`config.mk`:
```
export PLATFORM = sky130hd
export DESIGN_NAME = cpu_top
export DESIGN_NICKNAME = d
export VERILOG_FILES = /design/src/hw/cpu_pkg.sv /design/src/hw/cpu_decode.sv /design/src/hw/cpu_execute.sv /design/src/hw/cpu_fetch.sv /design/src/hw/cpu_regfile.sv /design/src/hw/cpu_top.sv /design/src/hw/cpu_writeback.sv
export SDC_FILE = /design/constraint.sdc
export NUM_CORES = 2
export LEC_CHECK = 0
export BUFFER_PORTS_ARGS = -buffer_cell sky130_fd_sc_hd__buf_2
export CELL_PAD_IN_SITES_DETAIL_PLACEMENT = 0
export CELL_PAD_IN_SITES_GLOBAL_PLACEMENT = 1
export CORE_MARGIN = 2
export CORE_UTILIZATION = 53
export DETAILED_ROUTE_END_ITERATION = 16
export GPL_ROUTABILITY_DRIVEN = 1
export HOLD_SLACK_MARGIN = 0.08
export PLACE_DENSITY_LB_ADDON = 0.3
export RECOVER_POWER = 50
export SYNTH_ARGS = -nofsm -noshare
export SYNTH_HDL_FRONTEND = slang
export SYNTH_HIERARCHICAL = 1
export SYNTH_SLANG_ARGS = --single-unit
```
`constraint.sdc`:
```
create_clock -name clk -period 57.6 [get_ports clk]
set_input_delay 17.28 -clock clk [delete_from_list [all_inputs] [get_ports clk]]
set_output_delay 17.28 -clock clk [all_outputs]
set_load 0.1 [all_outputs]
```
`src/hw/cpu_pkg.sv`:
```
/*
 Shared widths, instruction fields and decode helpers for the five-stage core
 Program and data addresses are word indices, so the PC steps by one
 Immediates are 17 bits and jump targets 27 bits, both sign-extended
*/
package cpu_pkg;

   localparam int xlen       = 32;
   localparam int reg_addr_w = 5;
   localparam int op_w       = 5;

   typedef logic [xlen-1:0]       word_t;
   typedef logic [reg_addr_w-1:0] reg_idx_t;

   // Field positions, lsb of each field
   localparam int op_lsb    = 27;
   localparam int rd_lsb    = 22;
   localparam int rs_lsb    = 17;
   localparam int rt_lsb    = 12;
   localparam int shamt_lsb = 7;
   localparam int fn_lsb    = 2;
   localparam int imm_w     = 17;
   localparam int target_w  = 27;

   typedef enum logic [op_w-1:0] {
      op_alu  = 5'd0,
      op_j    = 5'd1,
      op_bne  = 5'd2,
      op_addi = 5'd5,
      op_sw   = 5'd7,
      op_lw   = 5'd8
   } opcode_e;

   typedef enum logic [op_w-1:0] {
      fn_add = 5'd0,
      fn_sub = 5'd1,
      fn_and = 5'd2,
      fn_or  = 5'd3,
      fn_sll = 5'd4,
      fn_sra = 5'd5
   } alu_fn_e;

   localparam word_t nop_word = '0;  // add r0, r0, r0

   function automatic opcode_e op_of(word_t instr);
      return opcode_e'(instr[op_lsb +: op_w]);
   endfunction

   function automatic alu_fn_e fn_of(word_t instr);
      return alu_fn_e'(instr[fn_lsb +: op_w]);
   endfunction

   function automatic reg_idx_t rd_of(word_t instr);
      return instr[rd_lsb +: reg_addr_w];
   endfunction

   function automatic reg_idx_t rs_of(word_t instr);
      return instr[rs_lsb +: reg_addr_w];
   endfunction

   function automatic reg_idx_t rt_of(word_t instr);
      return instr[rt_lsb +: reg_addr_w];
   endfunction

   function automatic logic [4:0] shamt_of(word_t instr);
      return instr[shamt_lsb +: 5];
   endfunction

   function automatic word_t imm_of(word_t instr);
      return {{(xlen-imm_w){instr[imm_w-1]}}, instr[imm_w-1:0]};
   endfunction

   function automatic word_t target_of(word_t instr);
      return {{(xlen-target_w){instr[target_w-1]}}, instr[target_w-1:0]};
   endfunction

   // Port a carries rd for bne, rs otherwise
   function automatic reg_idx_t src_a(word_t instr);
      return (op_of(instr) == op_bne) ? rd_of(instr) : rs_of(instr);
   endfunction

   // Port b carries rs for bne, the store data register for sw
   function automatic reg_idx_t src_b(word_t instr);
      if (op_of(instr) == op_bne) begin
         return rs_of(instr);
      end
      return (op_of(instr) == op_sw) ? rd_of(instr) : rt_of(instr);
   endfunction

   function automatic logic reads_a(word_t instr);
      return op_of(instr) != op_j;
   endfunction

   function automatic logic reads_b(word_t instr);
      return op_of(instr) inside {op_alu, op_sw, op_bne};
   endfunction

   // r0 targets never count as a write
   function automatic logic writes_rd(word_t instr);
      return (op_of(instr) inside {op_alu, op_addi, op_lw}) && (rd_of(instr) != '0);
   endfunction

endpackage

```
`src/hw/cpu_decode.sv`:
```
/*
 Decode stage with register read addresses and load-use detection
 Only a load still sitting in decode/execute can stall, and only for one cycle
 Stall and redirect both turn the decode/execute slot into a bubble
*/
`timescale 1ns/1ns

module cpu_decode (
   input  logic              clk,
   input  logic              clr,
   input  cpu_pkg::word_t    fd_pc,
   input  cpu_pkg::word_t    fd_instr,
   input  logic              redirect,
   output cpu_pkg::reg_idx_t rd_addr_a,
   output cpu_pkg::reg_idx_t rd_addr_b,
   input  cpu_pkg::word_t    rd_data_a,
   input  cpu_pkg::word_t    rd_data_b,
   output logic              stall,
   output cpu_pkg::word_t    dx_pc,
   output cpu_pkg::word_t    dx_instr,
   output cpu_pkg::word_t    dx_a,
   output cpu_pkg::word_t    dx_b
);
   import cpu_pkg::*;

   reg_idx_t load_rd;
   logic     dx_is_load;
   logic     hit_a;
   logic     hit_b;

   assign rd_addr_a = src_a(fd_instr);
   assign rd_addr_b = src_b(fd_instr);

   // Load data is not ready until writeback
   assign load_rd    = rd_of(dx_instr);
   assign dx_is_load = (op_of(dx_instr) == op_lw) && (load_rd != '0);
   assign hit_a      = reads_a(fd_instr) && (rd_addr_a == load_rd);
   assign hit_b      = reads_b(fd_instr) && (rd_addr_b == load_rd);
   assign stall      = dx_is_load && (hit_a || hit_b);

   always_ff @(posedge clk or posedge clr) begin
      if (clr) begin
         dx_instr <= nop_word;
      end else if (stall || redirect) begin
         dx_instr <= nop_word;      // Bubble
      end else begin
         dx_instr <= fd_instr;
      end
   end

   always_ff @(posedge clk) begin
      dx_pc <= fd_pc;
      dx_a  <= rd_data_a;
      dx_b  <= rd_data_b;
   end

endmodule

```
`src/hw/cpu_execute.sv`:
```
/*
 Execute stage: operand forwarding, ALU, branch and jump resolution
 Forwarding priority is execute/memory, then writeback, then the register read
 Loads never forward from execute/memory, decode stalls instead
 The execute/memory register also drives the data memory port directly
*/
`timescale 1ns/1ns

module cpu_execute (
   input  logic              clk,
   input  logic              clr,
   input  cpu_pkg::word_t    dx_pc,
   input  cpu_pkg::word_t    dx_instr,
   input  cpu_pkg::word_t    dx_a,
   input  cpu_pkg::word_t    dx_b,
   input  logic              wb_en,
   input  cpu_pkg::reg_idx_t wb_reg,
   input  cpu_pkg::word_t    wb_data,
   output logic              redirect,
   output cpu_pkg::word_t    redirect_pc,
   output cpu_pkg::word_t    xm_instr,
   output cpu_pkg::word_t    xm_result,
   output cpu_pkg::word_t    dmem_addr,
   output cpu_pkg::word_t    dmem_wdata,
   output logic              dmem_we
);
   import cpu_pkg::*;

   opcode_e  op;
   word_t    imm;
   word_t    op_a;
   word_t    op_b;
   word_t    result;
   logic     xm_fwd;
   reg_idx_t xm_rd;

   assign op     = op_of(dx_instr);
   assign imm    = imm_of(dx_instr);
   assign xm_rd  = rd_of(xm_instr);
   assign xm_fwd = writes_rd(xm_instr) && (op_of(xm_instr) != op_lw);

   function automatic word_t fwd(reg_idx_t src, word_t read_val);
      if (xm_fwd && (xm_rd == src)) begin
         return xm_result;
      end
      if (wb_en && (wb_reg == src)) begin
         return wb_data;
      end
      return read_val;
   endfunction

   always_comb begin
      op_a = fwd(src_a(dx_instr), dx_a);
      op_b = fwd(src_b(dx_instr), dx_b);
   end

   always_comb begin
      result = op_a + imm;          // addi and load/store address
      if (op == op_alu) begin
         case (fn_of(dx_instr))
            fn_add:  result = op_a + op_b;
            fn_sub:  result = op_a - op_b;
            fn_and:  result = op_a & op_b;
            fn_or:   result = op_a | op_b;
            fn_sll:  result = op_a << shamt_of(dx_instr);
            fn_sra:  result = word_t'($signed(op_a) >>> shamt_of(dx_instr));
            default: result = '0;
         endcase
      end
   end

   // bne compares rd against rs, target is relative to the next PC
   assign redirect    = ((op == op_bne) && (op_a != op_b)) || (op == op_j);
   assign redirect_pc = (op == op_j) ? target_of(dx_instr) : dx_pc + word_t'(1) + imm;

   always_ff @(posedge clk or posedge clr) begin
      if (clr) begin
         xm_instr <= nop_word;
      end else begin
         xm_instr <= dx_instr;
      end
   end

   always_ff @(posedge clk) begin
      xm_result  <= result;
      dmem_wdata <= op_b;           // Store data, rd on port b
   end

   assign dmem_addr = xm_result;
   assign dmem_we   = (op_of(xm_instr) == op_sw);

endmodule

```
`src/hw/cpu_fetch.sv`:
```
/*
 Program counter and fetch/decode register
 A redirect wins over a stall and squashes the instruction being fetched
*/
`timescale 1ns/1ns

module cpu_fetch #(
   parameter cpu_pkg::word_t reset_pc = '0
) (
   input  logic           clk,
   input  logic           clr,
   input  logic           stall,
   input  logic           redirect,
   input  cpu_pkg::word_t redirect_pc,
   output cpu_pkg::word_t imem_addr,
   input  cpu_pkg::word_t imem_data,
   output cpu_pkg::word_t fd_pc,
   output cpu_pkg::word_t fd_instr
);
   import cpu_pkg::*;

   word_t pc;

   assign imem_addr = pc;

   always_ff @(posedge clk or posedge clr) begin
      if (clr) begin
         pc       <= reset_pc;
         fd_instr <= nop_word;
      end else if (redirect) begin
         pc       <= redirect_pc;
         fd_instr <= nop_word;      // Wrong-path fetch
      end else if (!stall) begin
         pc       <= pc + word_t'(1);
         fd_instr <= imem_data;
      end
   end

   always_ff @(posedge clk) begin
      if (!stall) begin
         fd_pc <= pc;               // Address of the fetched word
      end
   end

endmodule

```
`src/hw/cpu_regfile.sv`:
```
/*
 32 x 32 register file, two read ports and one write port
 r0 always reads zero, and a read of the register being written sees the new word
*/
`timescale 1ns/1ns

module cpu_regfile (
   input  logic              clk,
   input  logic              clr,
   input  cpu_pkg::reg_idx_t rd_addr_a,
   input  cpu_pkg::reg_idx_t rd_addr_b,
   output cpu_pkg::word_t    rd_data_a,
   output cpu_pkg::word_t    rd_data_b,
   input  logic              wb_en,
   input  cpu_pkg::reg_idx_t wb_reg,
   input  cpu_pkg::word_t    wb_data
);
   import cpu_pkg::*;

   localparam int nregs = 2**reg_addr_w;

   word_t regs [nregs];

   always_ff @(posedge clk or posedge clr) begin
      if (clr) begin
         for (int i = 0; i < nregs; i++) begin
            regs[i] <= '0;
         end
      end else if (wb_en && (wb_reg != '0)) begin
         regs[wb_reg] <= wb_data;
      end
   end

   assign rd_data_a = (rd_addr_a == '0) ? '0 :
                      (wb_en && (wb_reg == rd_addr_a)) ? wb_data : regs[rd_addr_a];
   assign rd_data_b = (rd_addr_b == '0) ? '0 :
                      (wb_en && (wb_reg == rd_addr_b)) ? wb_data : regs[rd_addr_b];

endmodule

```
`src/hw/cpu_top.sv`:
```
/*
 Five-stage in-order core: fetch, decode, execute, memory, writeback
 Instruction memory is read combinationally in the fetch cycle
 Data memory writes on the edge with dmem_we high, reads return one cycle later
 The wb_* outputs mirror the register file write port, one pulse per retirement
*/
`timescale 1ns/1ns

module cpu_top #(
   parameter cpu_pkg::word_t reset_pc = '0
) (
   input  logic              clk,
   input  logic              clr,
   output cpu_pkg::word_t    imem_addr,
   input  cpu_pkg::word_t    imem_data,
   output cpu_pkg::word_t    dmem_addr,
   output cpu_pkg::word_t    dmem_wdata,
   output logic              dmem_we,
   input  cpu_pkg::word_t    dmem_rdata,
   output logic              wb_en,
   output cpu_pkg::reg_idx_t wb_reg,
   output cpu_pkg::word_t    wb_data
);
   import cpu_pkg::*;

   // Fetch/decode
   word_t    fd_pc;
   word_t    fd_instr;
   logic     stall;

   // Register file read side
   reg_idx_t rd_addr_a;
   reg_idx_t rd_addr_b;
   word_t    rd_data_a;
   word_t    rd_data_b;

   // Decode/execute
   word_t    dx_pc;
   word_t    dx_instr;
   word_t    dx_a;
   word_t    dx_b;

   // Branch resolution and execute/memory
   logic     redirect;
   word_t    redirect_pc;
   word_t    xm_instr;
   word_t    xm_result;

   cpu_fetch #(
      .reset_pc (reset_pc)
   ) u_cpu_fetch (.*);

   cpu_decode u_cpu_decode (.*);

   cpu_regfile u_cpu_regfile (.*);

   cpu_execute u_cpu_execute (.*);

   cpu_writeback u_cpu_writeback (.*);

endmodule

```
`src/hw/cpu_writeback.sv`:
```
/*
 Memory/writeback register and result select
 Load data arrives from the synchronous data memory during this stage
*/
`timescale 1ns/1ns

module cpu_writeback (
   input  logic              clk,
   input  logic              clr,
   input  cpu_pkg::word_t    xm_instr,
   input  cpu_pkg::word_t    xm_result,
   input  cpu_pkg::word_t    dmem_rdata,
   output logic              wb_en,
   output cpu_pkg::reg_idx_t wb_reg,
   output cpu_pkg::word_t    wb_data
);
   import cpu_pkg::*;

   word_t mw_instr;
   word_t mw_result;

   always_ff @(posedge clk or posedge clr) begin
      if (clr) begin
         mw_instr <= nop_word;
      end else begin
         mw_instr <= xm_instr;
      end
   end

   always_ff @(posedge clk) begin
      mw_result <= xm_result;
   end

   assign wb_en   = writes_rd(mw_instr);   // ALU, addi, lw to a nonzero rd
   assign wb_reg  = rd_of(mw_instr);
   assign wb_data = (op_of(mw_instr) == op_lw) ? dmem_rdata : mw_result;

endmodule

```
==> impl_metrics.tcl <==
set metrics [dict create \
    outcome "finished with violations" \
    violations "capacitance limit, slew limit" \
    design_area_mm2 0.0871 \
    fmax_ghz 0.0272 \
    layout_min_cycle_time_ns 36.71 \
    timing.final.crit_share 0.637 \
    drt_iter0_drc 7376 \
    seq_area_mm2 0.0333 \
    clockBufferDepth 3 \
    hold_class "flip-flop to flip-flop" \
    path_clk_slew_ns 0.06 \
    die_height_um 393 \
    htreeDepth 4 \
    nFillCells 12400 \
    required_ns 40.32 \
    drt_pass1_iterations 6 \
    grt.overflow.total 0 \
    hold_buffers 0 \
    die-area_mm2 0.155 \
    p_sw_frac 0.428 \
    drt-wirelength-per-cell_um 34.2 \
    grt_max_degree 166 \
    slew_headroom -3.57 \
    die_w_um 393 \
    drive_above_1_share 0.317 \
    worstPathArrival_ns 19.43 \
    power_frac_seq 0.344 \
    antenna_found_initial 15 \
    clk_latency_ns 0.83 \
    grt_usage 0.383 \
    area_growth_pct 8.52 \
    fin_util 0.580 \
    via_per_inst 7.03 \
    cp_max_fo 36 \
    vdd_drop_max_mv 0.0372 \
    nets 6792 \
    finalHoldViolCount 0 \
    synth.cell_area_mm2 0.0803 \
    grt_pass1_vias 59900 \
    yosys_warnings 6 \
    cp-start-kind "input port" \
    path_class "input port to output port" \
    comb_power_share 0.412 \
    worst_slew_pin_slew_ns 6.81 \
    power_density_mw_per_mm2 46.1 \
    ant_nets 0 \
    root_buffer "clkbuf_16" \
    final.setup.tns_ns 0 \
    grt_pass1_wl_um 427000 \
    rsz0062_at_grt "no" \
    grt_use_met1 0.511 \
    initial_core_util 0.535 \
    netlist_instances 6684 \
    ios 201 \
    drv_slew 500 \
    leakage_nw 37.0 \
    p_int_mw 2.30 \
    routabilityCongestion 0.965 \
    cts_resized 0 \
    cts_setup_buffers 0 \
    syn_nets 6918 \
    grtUsageMet2 0.565 \
    numPortBuffers 200 \
    hpwlAfterDp_um 182000 \
    grtUsageMet3 0.117 \
    vias 61300 \
    crit_path_end_kind "output port" \
    rows 142 \
    grt-busiest-layer "met2" \
    drc 0 \
    cts.sinks 1364 \
    finalSetupViolCount 0 \
    core_area_mm2 0.150 \
    cts_tree "yes" \
    multi_input_comb_area_mm2 0.0434 \
    drt_wl_total_um 298000 \
    fin_skew_ns 0.0463 \
    cap_viol_max_count 10 \
    syn_area_per_cell_um2 12.0 \
    clkPwrFrac 0.244 \
    p_switching_mw 1.72 \
    cts_inserted_buffers 149 \
    dpl-instance-area_mm2 0.0823 \
]
-- power groups by stage --
| stage | registers, mW | logic, mW | clock network (mW) |
|---|---|---|---|
| finish | 1.38 | 1.65 | 0.981 |
| global route | 1.40 | 1.74 | 1.03 |
| CTS | 1.37 | 1.64 | 0.992 |
| detailed placement | 1.39 | 1.63 | 0 |
| global placement | 1.37 | 1.61 | 0 |
| floorplan | 1.52 | 1.05 | 0 |
-- metal layers --
metal	vias to the layer above	wire length (um)	share of wire
met2	3652	130000	0.44
met4	26	17900	0.060
met3	911	34300	0.12
met5	-	234	0.00079
li1	25000	-	-
met1	31600	116000	0.39
-- cells in the final DEF (no fill, tap or decap), drive strengths merged, types with 57 or more instances in the layout --
master / count
a211oi: 75
a21o: 57
a21oi: 243
a22oi: 89
a31oi: 82
buf: 349
clkbuf: 244
dfrtp: 1140
dfxtp: 192
ha: 164
inv: 146
mux2: 1062
mux2i: 412
mux4: 422
nand2: 213
nand3: 89
nor2: 335
nor3: 111
o21ai: 239
o22ai: 103
xnor2: 105
-- critical path, cell delays in order --
cell	delay, ns
clkbuf_1	0.37
mux2_1	1.14
buf_2	0.61
-- per-stage QoR --
step	setup WS [ns]	hold slack, ns	instances	total power [mW]
after floorplan	11.50	0.323	6684	2.57
after global placement	21.62	0.325	8423	2.99
after detailed placement	21.63	0.329	8423	3.02
after CTS	21.62	0.338	8702	4.00
after global routing	20.81	0.345	8703	4.17
final	20.89	0.334	8708	4.02
-- worst paths after layout --
kind | depth (start not counted) | end | slack [ns] | startpoint
max in group asynchronous | 4 | u_cpu_regfile/regs[657] | 34.72 | clr
setup / recovery | 3 | wb_data[15] | 20.89 | dmem_rdata[15]
min in group asynchronous | 2 | u_cpu_writeback/mw_instr[30] | 16.58 | clr
setup reg to reg | 13 | u_cpu_fetch/imem_addr[25] | 48.99 | u_cpu_fetch/fd_instr[27]
hold reg to reg | 0 | u_cpu_decode/dx_pc[25] | 0.33 | u_cpu_fetch/fd_pc[25]
hold / removal | 0 | u_cpu_decode/dx_pc[25] | 0.33 | u_cpu_fetch/fd_pc[25]
-- flip-flops by register name, indices dropped and copies added (netlist names) --
signal,flops
u_cpu_writeback/mw_result,32
u_cpu_fetch/fd_pc,32
u_cpu_decode/dx_b,32
u_cpu_execute/dmem_wdata,32
u_cpu_execute/dmem_addr,32
u_cpu_decode/dx_instr,32
u_cpu_regfile/regs,1024
u_cpu_writeback/mw_instr,10
u_cpu_fetch/fd_instr,32
u_cpu_decode/dx_pc,32
u_cpu_decode/dx_a,32
u_cpu_fetch/imem_addr,32
u_cpu_execute/xm_instr,10
-- layout make-up --
| class | count | share of cell area |
|---|---|---|
| tap | 2016 | 0.0289 |
| clock inverter | 52 | 0.00715 |
| timing repair buffer | 366 | 0.0261 |
| clock buffer | 227 | 0.0508 |
| inverter | 147 | 0.00635 |
| multi-input combinational | 4530 | 0.498 |
| sequential | 1364 | 0.383 |
| antenna | 6 | 0.000172 |
No activity file was read; power rests on OpenSTA's default activity.
